<file path="config.mk">
export PLATFORM = sky130hd
export DESIGN_NAME = mem2_stage
export DESIGN_NICKNAME = d
export VERILOG_FILES = /design/src/verilog/lsu_pkg.sv /design/src/verilog/mem2_stage.sv
export SDC_FILE = /design/constraint.sdc
export NUM_CORES = 1
export LEC_CHECK = 0
export ABC_AREA = 1
export BUFFER_PORTS_ARGS = -buffer_cell sky130_fd_sc_hd__buf_2
export CORE_AREA = 10 10 99 101
export DETAILED_ROUTE_END_ITERATION = 10
export DIE_AREA = 0 0 109 111
export PLACE_DENSITY = 0.76
export SLEW_MARGIN = 30
export SYNTH_ARGS = -nofsm -noshare
export SYNTH_HDL_FRONTEND = slang
export SYNTH_SLANG_ARGS = --single-unit
</file>
<file path="constraint.sdc">
create_clock -name clk -period 1.2 [get_ports clk]
set_clock_uncertainty 0.2 [all_clocks]
set_input_delay 0 -clock clk [delete_from_list [all_inputs] [get_ports clk]]
set_output_delay 0 -clock clk [all_outputs]
set_load 0.005 [all_outputs]
</file>
<file path="src/verilog/lsu_pkg.sv">
`default_nettype none

package lsu_pkg;

    typedef logic [31:0] word_t;
    typedef logic [31:0] addr_t;
    typedef logic [4:0]  reg_addr_t;
    typedef logic [3:0]  byte_sel_t;

    // Anything other than a memory access travels as OP_NONE
    typedef enum logic [3:0] {
        OP_NONE,
        OP_LD_B,
        OP_LD_BU,
        OP_LD_H,
        OP_LD_HU,
        OP_LD_W,
        OP_ST_B,
        OP_ST_H,
        OP_ST_W,
        OP_LL,
        OP_SC
    } mem_op_e;

    typedef struct packed {
        logic      valid;
        mem_op_e   op;
        addr_t     addr;
        word_t     reg2;
        logic      wreg;
        reg_addr_t waddr;
        word_t     wdata;
    } ex_mem_t;

    typedef struct packed {
        logic      ce;
        logic      we;
        addr_t     addr;
        byte_sel_t sel;
        word_t     data;
    } mem_req_t;

    typedef struct packed {
        logic      valid;
        mem_op_e   op;
        logic [1:0] offset;
        logic      wreg;
        reg_addr_t waddr;
        word_t     wdata;
        logic      sc_ok;
        logic      ale;
        mem_req_t  req;
    } mem1_mem2_t;

    typedef struct packed {
        logic      valid;
        logic      wreg;
        reg_addr_t waddr;
        word_t     wdata;
        logic      ale;
    } wb_t;

    typedef struct packed {
        logic      is_load;
        logic      wreg;
        reg_addr_t waddr;
        word_t     wdata;
    } fwd_t;

    // LL and SC count as loads since both write a register late
    function automatic logic is_load_op(input mem_op_e op);
        return op inside {OP_LD_B, OP_LD_BU, OP_LD_H, OP_LD_HU, OP_LD_W, OP_LL, OP_SC};
    endfunction

    function automatic logic is_store_op(input mem_op_e op);
        return op inside {OP_ST_B, OP_ST_H, OP_ST_W, OP_SC};
    endfunction

endpackage

`default_nettype wire

</file>
<file path="src/verilog/mem2_stage.sv">
`timescale 1ns/1ns
`default_nettype none

module mem2_stage import lsu_pkg::*; (
    input  logic       clk,
    input  logic       rst_n_i,
    input  mem1_mem2_t pipe_i,
    input  logic       mem_done_i,
    input  logic       stall_i,
    input  word_t      rdata_i,
    output wb_t        wb_o
);

    logic  capture;
    word_t shifted;
    word_t result;
    wb_t   wb_q;

    // Entries without a memory request retire straight away
    assign capture = mem_done_i || (pipe_i.valid && !pipe_i.req.ce && !stall_i);

    assign shifted = rdata_i >> {pipe_i.offset, 3'b000};

    always_comb begin
        if (pipe_i.ale) begin
            result = pipe_i.wdata;
        end else begin
            case (pipe_i.op)
                OP_LD_B:         result = {{24{shifted[7]}}, shifted[7:0]};
                OP_LD_BU:        result = {24'b0, shifted[7:0]};
                OP_LD_H:         result = {{16{shifted[15]}}, shifted[15:0]};
                OP_LD_HU:        result = {16'b0, shifted[15:0]};
                OP_LD_W, OP_LL:  result = rdata_i;
                OP_SC:           result = {31'b0, pipe_i.sc_ok};
                default:         result = pipe_i.wdata;
            endcase
        end
    end

    always_ff @(posedge clk) begin
        if (!rst_n_i) begin
            wb_q <= '0;
        end else begin
            wb_q.valid <= capture;
            if (capture) begin
                wb_q.wreg  <= pipe_i.wreg;
                wb_q.waddr <= pipe_i.waddr;
                wb_q.wdata <= result;
                wb_q.ale   <= pipe_i.ale;
            end
        end
    end

    assign wb_o = wb_q;

    // Completion only ever belongs to an entry that asked for memory
    a_done_has_req: assert property (@(posedge clk) disable iff (!rst_n_i)
        mem_done_i |-> pipe_i.valid && pipe_i.req.ce);

endmodule

`default_nettype wire

</file>
==> metrics.csv <==
stage,metric,value,unit
drt,DRC errors left,0,
logic_synthesis,ys flop type,dfxtp_1,
timing,TNS Setup,0,ns
layout,share of post-route cells with drive strength above 1,26.32,%
critical_path,crit-path leading delay family,buffers and inverters,
logic_synthesis,Synth Instances,527,
floorplanning,I/O pin cnt,193,
clock_tree,root buf cell,clkbuf_8,
timing,RSZ-0062 raised after global routing,false,
floorplanning,core area,0.007969,mm^2
logic_synthesis,sequential element share of the synthesized area,26.95,%
layout,Finished Core Util,59.33,%
clock_tree,CTS H-Tree Depth,2,
clock_tree,clock slew at reported path FFs,0.09,ns
power,P per Cell Area,786.6,mW/mm^2
timing,FMAX,0.8588,GHz
layout,fillcell total,770,
timing,fin crit period,1.164,ns
drt,DRT Pass-1 Iters,5,
floorplanning,Die X-Extent,109,um
logic_synthesis,Syn Nets,680,
critical_path,Worst R2R Setup Slack,0.31,ns
drt,vias per cell,4.644,
min_path,Hold Path Sink,wb_o[31],
timing,fin crit share,97.03,%
logic_synthesis,Post-synth EDFFs,0,
layout,Final Non-Filler Cells,827,
power,Clock Power Share,25.3,%
placement,Buffers on Ports,123,
critical_path,crit-path cells,buf_2 -> dlygate4sd3_1 -> nand2_1 -> inv_2 -> buf_12 -> a22o_1,
layout,Area growth syn-to-layout,59.12,%
outcome,status,"finished, final reports clean",
drt,violation count after the first detailed-route iteration,240,
clock_tree,Sink Count,40,
drt,via count,3841,
layout,max reg flops,40,
power,Design Power,0.003719,W
min_path,HP Class,primary input to flop,
timing,Fin. Hold Viols,0,
clock_tree,Num CTS Buffers,5,
drt,final wirelength,11070,um
critical_path,Worst Path Required,1.19,ns
critical_path,Critical-path top delay cell,dlygate4sd3_1,
timing,"Slew Viols, Final",0,
floorplanning,die height,111,um
global_route,global-route wire length before repair,18740,um
critical_path,Critical Path AT,1.16,ns
placement,GPL Wtd Cong,0.8990,
logic_synthesis,ys async rst share,0,%
timing,slew margin rel.,78.42,%
clock_tree,Worst-Skew Late Latency,0.30,ns
timing,# setup viols final,0,
min_path,Hold Path Cell Cnt,5,
timing,Worst Tran Pin Value,0.3229,ns
min_path,min-delay src,rdata_i[30],
critical_path,crit path max fanout,24,
critical_path,r2r endpoint,wb_o[31],
global_route,Total GRT Usage,18.40,%
global_route,number of antenna violations at the first check in global routing,0,
power,leak pwr,2.806,nW
global_route,remaining global-route overflow,0,
critical_path,WP buf/inv,4,
placement,HPWL after DPL,8208,um
logic_synthesis,post-synth top area cell,dfxtp_1,
logic_synthesis,"top cells by area, synth","dfxtp_1 (27%), nand2_1 (22%), nand3_1 (13%), inv_1 (11%), nor2_1 (7.5%)",
drt,Detail Route Antenna Nets,0,
logic_synthesis,Synth Register Bits,40,
logic_synthesis,Avg Synthesized Cell Area,5.639,um^2
floorplanning,row cnt,33,
critical_path,r2r startpoint,wb_o[31],
global_route,largest net degree at the start of global routing,33,
layout,ant diodes,0,
critical_path,Startpoint Class,primary input,
clock_tree,CTS tree,yes,
logic_synthesis,synth warn,0,
floorplanning,initial core utilization,37.29,%
power,Peak VDD IR,464.7,uV
placement,placed cell count,757,
global_route,vias in the first global route,3924,
power,Combinational Power Share,34.6,%
layout,Nets,874,
logic_synthesis,Cell variety after synth,25,
critical_path,crit path kind,primary input to flop,
run,MaxCap Viol Count,0,
power,Net Sw Frac,33.20,%
power,NetSw,0.001235,W
critical_path,Critical Path Sink Type,flop,
critical_path,reg2reg path depth,3,
logic_synthesis,top cell type's share of synthesized area,26.95,%
drt,wire per inst,13.39,um
power,sequential power share,40.2,%
clock_tree,clk buf depth,2,
power,cell-internal power,0.002485,W
floorplanning,Die Area,0.01210,mm^2
critical_path,Slowest Stage Delay on Critical Path,0.55,ns
logic_synthesis,Post-Syn Area,0.002972,mm^2
## power by group through the flow
stage | combinational, W | clock [W] | sequential (W)
2_1_floorplan | 0.000589 | 0 | 0.00153
3_3_place_gp | 0.00109 | 0 | 0.00152
3_5_place_dp | 0.00111 | 0 | 0.00152
4_1_cts | 0.00128 | 0.000971 | 0.00149
5_1_grt | 0.00144 | 0.00102 | 0.00151
6_report | 0.00129 | 0.000941 | 0.00149
## timing repair
item	CTS	global route
hold endpoints to repair	40	0
endpoints found under the setup margin	0	39
hold buffers	64	0
setup buffers	0	2
gates resized for setup	0	13
## worst register-to-register path, stage by stage, from the launching register on
cell	delay (ns)
dfxtp_1	0.33
inv_1	0.05
nor2_1	0.03
o21bai_2	0.18
## layout by cell type (no fill, tap or decap)
cell type,instances
nor2_4,3
o21bai_1,12
clkinv_2,2
dlymetal6s4s_1,3
buf_2,118
o21ai_0,11
a22o_1,7
buf_6,1
clkinv_4,1
o21bai_2,4
inv_12,1
a21oi_1,7
inv_6,1
nor2_1,52
nand2_4,6
clkbuf_8,5
o21bai_4,1
o21ai_1,3
nand3_1,78
and2_1,1
buf_4,20
clkbuf_4,1
inv_2,5
nand4_1,1
inv_1,87
dfxtp_1,40
inv_4,1
nand3_2,1
nand3b_1,1
nor2_2,6
dlygate4sd3_1,61
buf_12,10
nand2_1,168
nand2_2,3
## through the flow
step                setup WS [ns]  hold slack [ns]  cell area [um^2]
global placement          -0.2706          0.01187              3976
finish                    0.03563        0.0009976              4728
detailed placement        -0.3149          0.01772              3976
global route             0.002394          0.02273              4728
CTS                      0.004938         0.001808              4705
floorplan              -0.0004108         -0.07452              3055
## per-layer routing
layer  routed length, um  vias up  GRT usage (%)  share of wire (%)
met5                   0        -              0                  0
met4                 159        0          4.046                1.4
met3                 863       16          5.116                7.8
met2                5518      138          32.81                 50
met1                4531     1697          20.88                 41
li1                    -     1990              -                  -
## kinds of logic (layout without fill, tap and decap cells)
family,after synthesis,after routing,share of synthesized area [%]
compound gates,45,45,10.78
flops,40,40,26.95
buf+inv,122,317,17.14
simple gates,320,320,45.14
## how the worst max path moves through the flow
stage	from	to	slack, ns	cells past startpoint
final	rst_n_i	wb_o[33]	0.04	6
after global routing	pipe_i[110]	wb_o[26]	0.002	9
after CTS	rdata_i[5]	wb_o[6]	0.005	10
after detailed placement	pipe_i[115]	wb_o[10]	-0.31	9
after global placement	pipe_i[115]	wb_o[10]	-0.27	11
after floorplan	pipe_i[115]	wb_o[10]	-0.0004	11
## cell type report
cell class | instances | area [um^2] | share of cell area (%)
flip-flops and latches | 40 | 800.8 | 16.94
repair buffers | 214 | 1608 | 34.00
inverters | 95 | 376.6 | 7.965
clock inverters | 3 | 18.77 | 0.3969
multi-input cells | 365 | 1724 | 36.46
well taps | 105 | 131.4 | 2.779
clock buffers | 5 | 68.82 | 1.455
## cells in the mapped netlist (2+ instances only)
| master | count |
|---|---|
| o21bai_1 | 12 |
| nand2_2 | 4 |
| nor2_1 | 59 |
| inv_1 | 91 |
| nand2_1 | 172 |
| inv_2 | 4 |
| clkbuf_1 | 12 |
| dfxtp_1 | 40 |
| nand3_1 | 79 |
| buf_6 | 5 |
| o21bai_2 | 4 |
| buf_2 | 7 |
| a22o_1 | 7 |
| o21ai_0 | 13 |
| a21oi_1 | 7 |
| nor2_4 | 2 |
Power figures use the tool's default switching activity.
