File: config.mk
export PLATFORM = sky130hd
export DESIGN_NAME = mem1_stage
export DESIGN_NICKNAME = d
export VERILOG_FILES = /design/src/verilog/lsu_pkg.sv /design/src/verilog/mem1_stage.sv
export SDC_FILE = /design/constraint.sdc
export NUM_CORES = 1
export LEC_CHECK = 0
export BUFFER_PORTS_ARGS = -buffer_cell sky130_fd_sc_hd__buf_4
export CAP_MARGIN = 20
export CORE_MARGIN = 2
export CORE_UTILIZATION = 30
export CTS_BUF_LIST = sky130_fd_sc_hd__clkbuf_4 sky130_fd_sc_hd__clkbuf_8
export DETAILED_ROUTE_END_ITERATION = 16
export PLACE_DENSITY_LB_ADDON = 0.3
export SLEW_MARGIN = 20
export SYNTH_ARGS = -nofsm -noshare
export SYNTH_HDL_FRONTEND = slang
export SYNTH_SLANG_ARGS = --single-unit
File: constraint.sdc
create_clock -name clk -period 2.04 [get_ports clk]
set_input_delay 0.102 -clock clk [delete_from_list [all_inputs] [get_ports clk]]
set_output_delay 0.102 -clock clk [all_outputs]
set_load 0.05 [all_outputs]
File: src/verilog/lsu_pkg.sv
`default_nettype none

package lsu_pkg;

    typedef logic [31:0] word_t;
    typedef logic [31:0] addr_t;
    typedef logic [4:0]  reg_addr_t;
    typedef logic [3:0]  byte_sel_t;

    // Anything other than a memory access travels as OP_NONE
    typedef enum logic [3:0] {
        OP_NONE,
        OP_LD_B,
        OP_LD_BU,
        OP_LD_H,
        OP_LD_HU,
        OP_LD_W,
        OP_ST_B,
        OP_ST_H,
        OP_ST_W,
        OP_LL,
        OP_SC
    } mem_op_e;

    typedef struct packed {
        logic      valid;
        mem_op_e   op;
        addr_t     addr;
        word_t     reg2;
        logic      wreg;
        reg_addr_t waddr;
        word_t     wdata;
    } ex_mem_t;

    typedef struct packed {
        logic      ce;
        logic      we;
        addr_t     addr;
        byte_sel_t sel;
        word_t     data;
    } mem_req_t;

    typedef struct packed {
        logic      valid;
        mem_op_e   op;
        logic [1:0] offset;
        logic      wreg;
        reg_addr_t waddr;
        word_t     wdata;
        logic      sc_ok;
        logic      ale;
        mem_req_t  req;
    } mem1_mem2_t;

    typedef struct packed {
        logic      valid;
        logic      wreg;
        reg_addr_t waddr;
        word_t     wdata;
        logic      ale;
    } wb_t;

    typedef struct packed {
        logic      is_load;
        logic      wreg;
        reg_addr_t waddr;
        word_t     wdata;
    } fwd_t;

    // LL and SC count as loads since both write a register late
    function automatic logic is_load_op(input mem_op_e op);
        return op inside {OP_LD_B, OP_LD_BU, OP_LD_H, OP_LD_HU, OP_LD_W, OP_LL, OP_SC};
    endfunction

    function automatic logic is_store_op(input mem_op_e op);
        return op inside {OP_ST_B, OP_ST_H, OP_ST_W, OP_SC};
    endfunction

endpackage

`default_nettype wire

File: src/verilog/mem1_stage.sv
`timescale 1ns/1ns
`default_nettype none

module mem1_stage import lsu_pkg::*; (
    input  logic       clk,
    input  logic       rst_n_i,
    input  ex_mem_t    ex_i,
    input  logic       stall_i,
    output mem1_mem2_t pipe_o,
    output fwd_t       fwd_o
);

    mem1_mem2_t pipe_d;
    mem1_mem2_t pipe_q;
    logic       llbit_q;
    logic       accept;
    logic       misaligned;
    byte_sel_t  sel;

    assign accept = ex_i.valid && !stall_i;

    // Lane select and alignment check
    always_comb begin
        misaligned = 1'b0;
        sel        = 4'b0000;
        case (ex_i.op)
            OP_LD_B, OP_LD_BU, OP_ST_B: begin
                sel = 4'b0001 << ex_i.addr[1:0];
            end
            OP_LD_H, OP_LD_HU, OP_ST_H: begin
                misaligned = ex_i.addr[0];
                sel        = ex_i.addr[1] ? 4'b1100 : 4'b0011;
            end
            OP_LD_W, OP_ST_W, OP_LL, OP_SC: begin
                misaligned = |ex_i.addr[1:0];
                sel        = 4'b1111;
            end
            default: begin
                sel = 4'b0000;
            end
        endcase
    end

    always_comb begin
        pipe_d          = '0;
        pipe_d.valid    = ex_i.valid;
        pipe_d.op       = ex_i.op;
        pipe_d.offset   = ex_i.addr[1:0];
        pipe_d.wreg     = ex_i.wreg && !misaligned;
        pipe_d.waddr    = ex_i.waddr;
        pipe_d.wdata    = ex_i.wdata;
        pipe_d.ale      = misaligned;
        pipe_d.sc_ok    = (ex_i.op == OP_SC) && llbit_q && !misaligned;
        pipe_d.req.addr = {ex_i.addr[31:2], 2'b00};
        pipe_d.req.sel  = sel;
        pipe_d.req.we   = is_store_op(ex_i.op);
        // Failed SC never reaches the memory
        pipe_d.req.ce   = (ex_i.op != OP_NONE) && !misaligned
                          && (ex_i.op != OP_SC || llbit_q);
        case (ex_i.op)
            OP_ST_B: pipe_d.req.data = {4{ex_i.reg2[7:0]}};
            OP_ST_H: pipe_d.req.data = {2{ex_i.reg2[15:0]}};
            default: pipe_d.req.data = ex_i.reg2;
        endcase
    end

    always_ff @(posedge clk) begin
        if (!rst_n_i) begin
            pipe_q  <= '0;
            llbit_q <= 1'b0;
        end else if (!stall_i) begin
            pipe_q <= accept ? pipe_d : '0;
            if (accept && !misaligned) begin
                if (ex_i.op == OP_LL) begin
                    llbit_q <= 1'b1;
                end else if (pipe_d.sc_ok) begin
                    llbit_q <= 1'b0;
                end
            end
        end
    end

    assign pipe_o = pipe_q;

    assign fwd_o.is_load = pipe_q.valid && is_load_op(pipe_q.op);
    assign fwd_o.wreg    = pipe_q.wreg;
    assign fwd_o.waddr   = pipe_q.waddr;
    assign fwd_o.wdata   = pipe_q.wdata;

    // Upstream holds a stalled request until it is accepted
    a_hold_stalled: assert property (@(posedge clk) disable iff (!rst_n_i)
        stall_i && ex_i.valid |=> $stable(ex_i));

endmodule

`default_nettype wire

==> flow_summary.yaml, run 1 <==
power_and_ir_drop:
  powerDensity_nw_per_um2: 743.3
  seqPwrFrac_pct: 40.2
  switching_share_pct: 30.05
  p_sw_mw: 1.801
  internal_power_mw: 4.192
  clkPwrFrac_pct: 39.4
  p_leak_nw: 3.677
  peakVddDrop_uv: 367.4
  comb_power_share_pct: 20.4
placement:
  dp_hpwl_microns: 11150
  placed_cell_area_sq_um: 7233
  preCtsSetupSlack_ns: 0.6422
  gp_congestion: 0.8018
  port_buffers: 263
clock_network:
  clk_latency_ns: 0.43
  cts_resized: 0
  clock_sinks: 116
  cts_tree: "built"
  clk_path_buf_depth: 2
  root_buffer: "clkbuf_8"
  cts_buffers: 17
  clk_pin_slew_ns: 0.08
  cts-htree-levels: 4
finish:
  design_area_sq_um: 8061
  areaGrowthSynthToFinish_pct: 47.98
  drive_gt1_share_pct: 32.18
  final_nets: 1048
  diodes: 0
  final_util_pct: 45.03
  nFillCells: 1836
run_status:
  run_status: "complete, no violations"
floorplanning:
  start_util_pct: 30.43
  core_sq_um: 17900
  die_h_microns: 138.8
  dieArea_sq_um: 19250
  die_w_microns: 138.8
  io_pins: 266
  rows: 49
global_routing:
  grt_max_degree: 106
  grt_usage_pct: 16.56
  grt_pass1_wl_microns: 25820
  grt_overflow: 0
  antenna_found_initial: 0
  grt_pass1_vias: 4950
route:
  dr.pass1.iters: 4
  final_antenna_net_count: 0
  wl_per_cell_microns: 13.67
  dr_total_vias: 5266
  drc: 0
  drt-vias-per-instance: 4.463
  drt_iter0_markers: 231
  wl_microns: 16130
logic_synthesis:
  yosysWarnings: 0
  synth-seq-cells: 116
  synth_area_leaders: "dfxtp_1 (43%), nand2_1 (14%), and2_1 (11%), o21ai_0 (7.3%), buf_4 (5.8%)"
  synth_most_common_cell: "nand2_1"
  synth-edff-count: 0
  yosysSeqAreaShare_pct: 42.63
  synth_cell_types: 35
  syn-instance-count: 701
  synth_flop_cell: "dfxtp_1"
  yosysTopAreaCell: "dfxtp_1"
  netlist_area_sq_um: 5448
  synthArstFlopShare_pct: 0
  postSynthAreaPerCell_sq_um: 7.771
  synth_top_area_share_pct: 42.63
  synth_top_cells_by_count: "nand2_1 (205), dfxtp_1 (116), and2_1 (92)"
setup_path:
  crit_path_start_kind: "input port"
  path_max_fanout: 12
  worstSetupPathType: "in2reg"
  crit_arrival_ns: 2.26
  r2r_start: "pipe_o[29]$_SDFFE_PN0N_"
  crit_required_ns: 2.43
  r2r-end: "pipe_o[29]$_SDFFE_PN0N_"
  rr_worst_depth: 3
  cp-end-kind: "flip-flop"
  r2r_setup_slack_ns: 0.87
run:
  drv_cap: 0
sta:
  final_hold_viol_count: 0
  grt_setup_unrepaired: "no"
  setup_viol: 0
  period_share_pct: 92.02
  drv_slew: 0
  period_minus_slack_ns: 1.877
  setup_ws_ns: 0.1627
  max_slew_margin_pct: 58.87
  fin_skew_ns: 0.0002814
  fmax_ghz: 0.5327
  setup_tns_ns: 0
  worstMarginPinSlew_ns: 0.6169
worst_hold_path:
  holdPathStages: 4
  hold_path_class: "in2reg"
  min_to: "fwd_o[30]$_SDFFE_PN0N_"
  worstHoldStart: "ex_i[30]"
==> worst max-delay path, cell delays in order <==
cell and delay, ns:
dlygate4sd3_1 0.54, buf_4 0.20, nor2b_1 0.49, o211ai_1 0.18, a21boi_1 0.18, dlygate4sd3_1 0.56
==> worst max path at each step <==
stage	startpoint	endpoint	slack (ns)	depth (start not counted)
3_5_place_dp	ex_i[105]	pipe_o[12]$_SDFFE_PN0N_	0.64	5
5_1_grt	stall_i	pipe_o[29]$_SDFFE_PN0N_	0.08	6
2_1_floorplan	pipe_o[112]$_SDFFE_PN0N_	fwd_o[38]	0.21	4
4_1_cts	stall_i	pipe_o[29]$_SDFFE_PN0N_	0.21	6
3_3_place_gp	ex_i[106]	llbit_q$_SDFFE_PN0P_	0.68	5
6_report	stall_i	pipe_o[30]$_SDFFE_PN0N_	0.16	6
==> cell families after synthesis <==
family / share of synthesized area (%)
flops: 42.63
buf+inv: 10.06
simple gates: 27.52
other cells: 0.06884
compound gates: 15.32
mux: 4.410
==> flip-flops by register name (all words and copies together) (netlist names) <==
name,cells
fwd_o,38
llbit_q,1
pipe_o,77
==> stage by stage <==
stage,power (mW),hold WS [ns],cells
after floorplan,3.230,0.2277,702
after global placement,3.624,0.3147,1109
after detailed placement,3.631,0.3210,1109
after CTS,6.087,0.00001540,1180
after global routing,6.278,0.007400,1180
final,5.992,0.02490,1180
==> repair_timing <==
action	4_1_cts	5_1_grt
endpoints found under the setup margin	0	0
hold endpoints to repair	29	0
hold buffers	39	0
setup buffers	0	0
==> cell type report <==
| type | instances | area, sq um | share of cell area (%) |
|---|---|---|---|
| repair buffers | 309 | 2430 | 30.14 |
| clock inverters | 13 | 182.7 | 2.266 |
| multi-input cells | 493 | 2581 | 32.02 |
| well taps | 229 | 286.5 | 3.554 |
| clock buffers | 19 | 255.2 | 3.166 |
| inverters | 1 | 3.754 | 0.04656 |
| flip-flops and latches | 116 | 2322 | 28.81 |
==> cells in the final DEF (no fill, tap or decap), types with 5 or more instances in the layout <==
master         Yosys  layout
o211ai_1           9       9
dlygate4sd3_1      0      39
a21oi_1            7       7
o21ai_1           26      26
nand2_1          205     205
a21boi_1          11      11
o21ai_0           80      80
nor2b_1            5       5
and2_1            92      92
clkbuf_8           0      18
buf_4             42     269
dfxtp_1          116     116
mux2i_1           24      24
==> per-layer routing <==
| metal | vias to the layer above | share of wire, % | GRT usage (%) |
|---|---|---|---|
| li1 | 2711 | - | - |
| met1 | 2345 | 43 | 20.14 |
| met2 | 187 | 47 | 27.12 |
| met3 | 23 | 8.3 | 5.628 |
| met4 | 0 | 1.9 | 6.433 |
| met5 | - | 0 | 0 |
==> power by group through the flow <==
stage | Clock [mW] | Sequential (mW) | Combinational [mW]
6_report | 2.36 | 2.41 | 1.22
3_5_place_dp | 0 | 2.46 | 1.17
2_1_floorplan | 0 | 2.75 | 0.477
4_1_cts | 2.44 | 2.41 | 1.23
3_3_place_gp | 0 | 2.46 | 1.16
5_1_grt | 2.55 | 2.42 | 1.31
Power figures use the tool's default switching activity.
==> run 2, diff against run 1 <==
CORE_UTILIZATION = 51   (was 30)
==> run 2 against run 1 <==
  * Highest routed layer unchanged
  * Via count grew 4.8%
  * Power shrank 2.9%
  * Count of clock-buffer cells in the layout rose by 3
  * Largest cell class unchanged
  * Critical path type unchanged
  * Utilization grew 30 points
==> flow_summary.yaml, run 2 (synthesis gave the netlist of run 1 again) <==
placement:
  port_buffers: 263
  preCtsSetupSlack_ns: 0.5375
  dp_hpwl_microns: 11160
  gp_congestion: 0.9092
  placed_cell_area_sq_um: 7114
  place_inst: 1014
finish:
  areaGrowthSynthToFinish_pct: 42.24
  design_area_sq_um: 7749
  layout_common_cells: "buf_4 (266), nand2_1 (205), dfxtp_1 (116)"
  fin_cells: 1068
  diodes: 0
  final_nets: 1029
  drive_gt1_share_pct: 32.62
  layout_commonest_cell: "buf_4"
  largest_register_ff_count: 77
  nFillCells: 795
worst_hold_path:
  worstHoldStart: "ex_i[69]"
  holdPathStages: 3
  hold_path_class: "in2reg"
  min_to: "pipe_o[31]$_SDFFE_PN0N_"
setup_path:
  worstSetupPathType: "in2reg"
  crit_arrival_ns: 2.01
  critPathMaxStageDelay_ns: 0.61
  cp-end-kind: "flip-flop"
  cp_cell_sequence: "buf_4 > and3b_1 > and2b_1 > mux2i_1 > dlygate4sd3_1 > o21ai_1"
  r2r-end: "pipe_o[69]$_SDFFE_PN0N_"
  crit_required_ns: 2.35
  r2r_setup_slack_ns: 1.22
  r2r_start: "llbit_q$_SDFFE_PN0P_"
  rr_worst_depth: 3
  crit_slowest_cell: "dlygate4sd3_1"
  path_max_fanout: 9
  crit_path_start_kind: "input port"
sta:
  worstMarginPinSlew_ns: 0.6038
  period_minus_slack_ns: 1.700
  max_slew_margin_pct: 59.67
  setup_tns_ns: 0
  fmax_ghz: 0.5882
  final_hold_viol_count: 0
  setup_viol: 0
  setup_ws_ns: 0.3398
  drv_slew: 0
  fin_skew_ns: 0.0001461
  period_share_pct: 83.35
  grt_setup_unrepaired: "no"
route:
  drc: 0
  wl_microns: 16160
  dr_total_vias: 5519
  drt_iter0_markers: 356
  drt-vias-per-instance: 5.168
  wl_per_cell_microns: 15.13
  dr.pass1.iters: 5
  final_antenna_net_count: 0
power_and_ir_drop:
  p_sw_mw: 1.714
  powerDensity_nw_per_um2: 750.9
  power_mw: 5.818
  peakVddDrop_uv: 464.4
  switching_share_pct: 29.45
  internal_power_mw: 4.105
  p_leak_nw: 3.595
  clkPwrFrac_pct: 37.7
  seqPwrFrac_pct: 41.5
  comb_power_share_pct: 20.8
clock_network:
  cts_buffers: 17
  clk_pin_slew_ns: 0.08
  clk_path_buf_depth: 2
  cts_tree: "built"
  root_buffer: "clkbuf_8"
  clk_latency_ns: 0.41
  clock_sinks: 116
  cts-htree-levels: 4
global_routing:
  grt_pass1_vias: 5140
  grt_overflow: 0
  antenna_found_initial: 0
  grt_max_degree: 121
  grt_pass1_wl_microns: 25050
  grt_usage_pct: 27.46
floorplanning:
  dieArea_sq_um: 11520
  die_h_microns: 107.4
  rows: 37
  io_pins: 266
  start_util_pct: 52.53
  die_w_microns: 107.4
  core_sq_um: 10370
run:
  drv_cap: 0
run_status:
  run_status: "complete, no violations"
## run 2: layout make-up
class | instances | area, sq um | share of cell area (%)
Clock buffer | 22 | 284.0 | 3.665
Clock inverter | 10 | 130.1 | 1.679
Inverter | 1 | 3.754 | 0.04844
Multi-Input combinational cell | 493 | 2581 | 33.31
Sequential cell | 116 | 2322 | 29.97
Tap cell | 136 | 170.2 | 2.196
Timing Repair Buffer | 290 | 2257 | 29.13
## run 2: how the worst max path moves through the flow
stage | startpoint | to | slack (ns) | cells after the start
global placement | ex_i[105] | pipe_o[17]$_SDFFE_PN0N_ | 0.60 | 6
floorplan | pipe_o[112]$_SDFFE_PN0N_ | fwd_o[38] | 0.21 | 4
CTS | pipe_o[113]$_SDFFE_PN0N_ | fwd_o[38] | 0.45 | 5
global route | ex_i[105] | pipe_o[8]$_SDFFE_PN0N_ | 0.27 | 6
finish | ex_i[105] | pipe_o[8]$_SDFFE_PN0N_ | 0.34 | 6
detailed placement | ex_i[105] | pipe_o[20]$_SDFFE_PN0N_ | 0.54 | 6
## run 2: metrics by stage
step / util, % / hold WS (ns)
finish: 74.72 / 0.03388
floorplan: - / 0.2277
CTS: 74.63 / 0.003737
global placement: 68.61 / 0.3122
global route: 74.72 / 0.02008
detailed placement: 68.61 / 0.3291
## run 2: critical path: cells and delay by family
family          cells  cell delay, ns
simple gates        2            0.82
buf+inv             2            0.75
mux                 1            0.27
compound gates      1            0.06
## run 2: power groups by stage
stage	sequential [mW]	clock [mW]	combinational [mW]
after floorplan	2.75	0	0.477
after global placement	2.46	0	1.14
after detailed placement	2.46	0	1.16
after CTS	2.41	2.22	1.20
after global routing	2.42	2.34	1.28
final	2.41	2.19	1.21
## run 2: metal layers
| metal | GRT usage (%) | vias to the layer above | part of all wire [%] | wire length [microns] |
|---|---|---|---|---|
| met3 | 7.748 | 44 | 8.7 | 1401 |
| met4 | 14.38 | 0 | 3.2 | 522 |
| met2 | 48.06 | 280 | 51 | 8291 |
| li1 | - | 2671 | - | - |
| met1 | 30.13 | 2524 | 37 | 5940 |
| met5 | 0 | - | 0 | 0 |
## run 2: timing repair
action	in CTS	in global routing
endpoints found under the setup margin	0	0
hold buffers	21	1
hold endpoints to repair	15	1
setup buffers	0	0
resized for setup	0	0
==> run 3, diff against run 2 <==
CORE_UTILIZATION = 43   (was 51)
clock period = 1.4 ns   (was 2.04 ns; I/O delays follow)
==> run 3 against run 2 <==
  * The run now ends with negative setup slack left
  * Final cell count rose by 8.2%
  * Combinational power rose by 55%
  * Design area grew 7.4%
  * Clock power increased by 42%
  * Non-clock buffer count increased by 52
  * Count of clock-buffer cells in the layout fell by 1
  * Sequential share of layout area is 2.0 points lower
  * Via count decreased by 0.36%
  * Register-to-register slack lost 0.66 ns
  * Critical path type is now reg2out
  * Largest cell class is now buffers
==> flow_summary.yaml, run 3 (synthesis gave the netlist of run 1 again) <==
run_status:
  run_status: "finished, violations left"
  violations: "negative setup slack"
floorplanning:
  die_h_microns: 116.6
  dieArea_sq_um: 13590
  io_pins: 266
  core_sq_um: 12520
  die_w_microns: 116.6
  start_util_pct: 43.52
  rows: 41
power_and_ir_drop:
  peakVddDrop_uv: 535.0
  p_leak_nw: 3.809
  powerDensity_nw_per_um2: 1020
route:
  drc: 0
  drt_iter0_markers: 314
  drt-vias-per-instance: 4.757
  final_antenna_net_count: 0
  dr.pass1.iters: 5
  dr_total_vias: 5499
  wl_microns: 16340
  wl_per_cell_microns: 14.13
finish:
  diodes: 0
  drive_gt1_share_pct: 32.52
  final_nets: 1081
  areaGrowthSynthToFinish_pct: 52.76
  largest_register_ff_count: 77
  layout_common_cells: "buf_4 (274), nand2_1 (205), dfxtp_1 (113)"
  final_util_pct: 66.48
  layout_commonest_cell: "buf_4"
setup_path:
  r2r_start: "pipe_o[114]$_SDFFE_PN0N_"
  rr_worst_depth: 4
  crit_arrival_ns: 1.34
  cp-end-kind: "primary output"
  r2r_setup_slack_ns: 0.56
  worstSetupPathType: "reg2out"
  crit_path_start_kind: "flip-flop"
  path_max_fanout: 5
  r2r-end: "pipe_o[114]$_SDFFE_PN0N_"
  crit_required_ns: 1.33
global_routing:
  grt_overflow: 0
  grt_pass1_vias: 5083
  antenna_found_initial: 0
  grt_max_degree: 94
  grt_usage_pct: 23.10
  grt_pass1_wl_microns: 24560
clock_network:
  cts-htree-levels: 4
  clk_pin_slew_ns: 0.08
  cts_buffers: 17
  root_buffer: "clkbuf_8"
  clk_path_buf_depth: 2
  clk_latency_ns: 0.42
  clock_sinks: 116
  cts_tree: "built"
worst_hold_path:
  worstHoldStart: "ex_i[90]"
  hold_path_class: "in2reg"
  holdPathStages: 4
  min_to: "pipe_o[56]$_SDFFE_PN0N_"
sta:
  setup_viol: 1
  period_share_pct: 100.7
  grt_setup_unrepaired: "yes"
  fmax_ghz: 0.7094
  setup_tns_ns: -0.009661
  fin_skew_ns: 0.001842
  final_hold_viol_count: 0
  drv_slew: 0
  setup_ws_ns: -0.009661
  period_minus_slack_ns: 1.410
run:
  drv_cap: 0
placement:
  gp_congestion: 0.8552
  dp_hpwl_microns: 10550
  port_buffers: 263
run 3: cell types whose count changed in the layout (fill, tap and decap cells not counted), moves of 2 or more:
cell / change
clkinvlp_4: +3
dfxtp_1: -3
dlygate4sd3_1: +42
clkinv_4: +3
clkinv_2: -4
dfxtp_2: +2
buf_4: +8
run 3: how the worst max path moves through the flow:
stage / startpoint / endpoint / slack, ns / cells after the start
floorplan: pipe_o[112]$_SDFFE_PN0N_ / fwd_o[38] / 0.006 / 4
finish: pipe_o[113]$_SDFFE_PN0N_ / fwd_o[38] / -0.01 / 5
global route: pipe_o[113]$_SDFFE_PN0N_ / fwd_o[38] / -0.12 / 5
global placement: ex_i[105] / pipe_o[12]$_SDFFE_PN0N_ / 0.1 / 5
detailed placement: ex_i[105] / pipe_o[13]$_SDFFE_PN0N_ / 0.06 / 5
CTS: pipe_o[113]$_SDFFE_PN0N_ / fwd_o[38] / -0.04 / 5
run 3: what timing repair did:
action,in CTS,in global routing
pin swaps,2,1
hold endpoints to repair,56,0
hold buffers,64,0
gates resized for setup,6,1
setup buffers,3,0
endpoints found under the setup margin,1,8
run 3: layout make-up:
cell class,count,area [sq um]
timing repair buffer,342,2769
clock inverter,11,128.9
tap,172,215.2
sequential,116,2328
inverter,1,3.754
clock buffer,21,276.5
fill,1043,4195
multi-input combinational,493,2600
run 3: power by group:
part	switching, mW	leakage, nW	internal, mW
Sequential	0.0872	0.948	3.43
Combinational	1.13	2.67	0.749
Clock	1.38	0.191	1.72
run 3: critical path, stage by stage (launching register included):
cell and delay [ns]:
dfxtp_4 0.37, nor3_2 0.04, a21oi_1 0.10, nand2_1 0.09, a21oi_4 0.14, buf_6 0.17
run 3: stage by stage:
step                instances  worst slack (ns)  cell area (sq um)  power (mW)  hold WS, ns
global placement         1057           0.09659               7236       5.281       0.2836
CTS                      1156          -0.04351               8319       8.538    0.0005635
finish                   1156         -0.009661               8322       8.484      0.02244
global route             1156           -0.1176               8322       8.826     0.003926
floorplan                 702          0.005795               5463       4.708       0.1957
detailed placement       1057           0.06358               7236       5.297       0.2816
run 3: per-layer routing:
| layer | global-route usage [%] | vias up | part of all wire (%) |
|---|---|---|---|
| met3 | 7.940 | 36 | 8.0 |
| met4 | 9.961 | 0 | 2.6 |
| met1 | 26.90 | 2440 | 41 |
| li1 | - | 2777 | - |
| met5 | 0 | - | 0 |
| met2 | 38.76 | 246 | 49 |
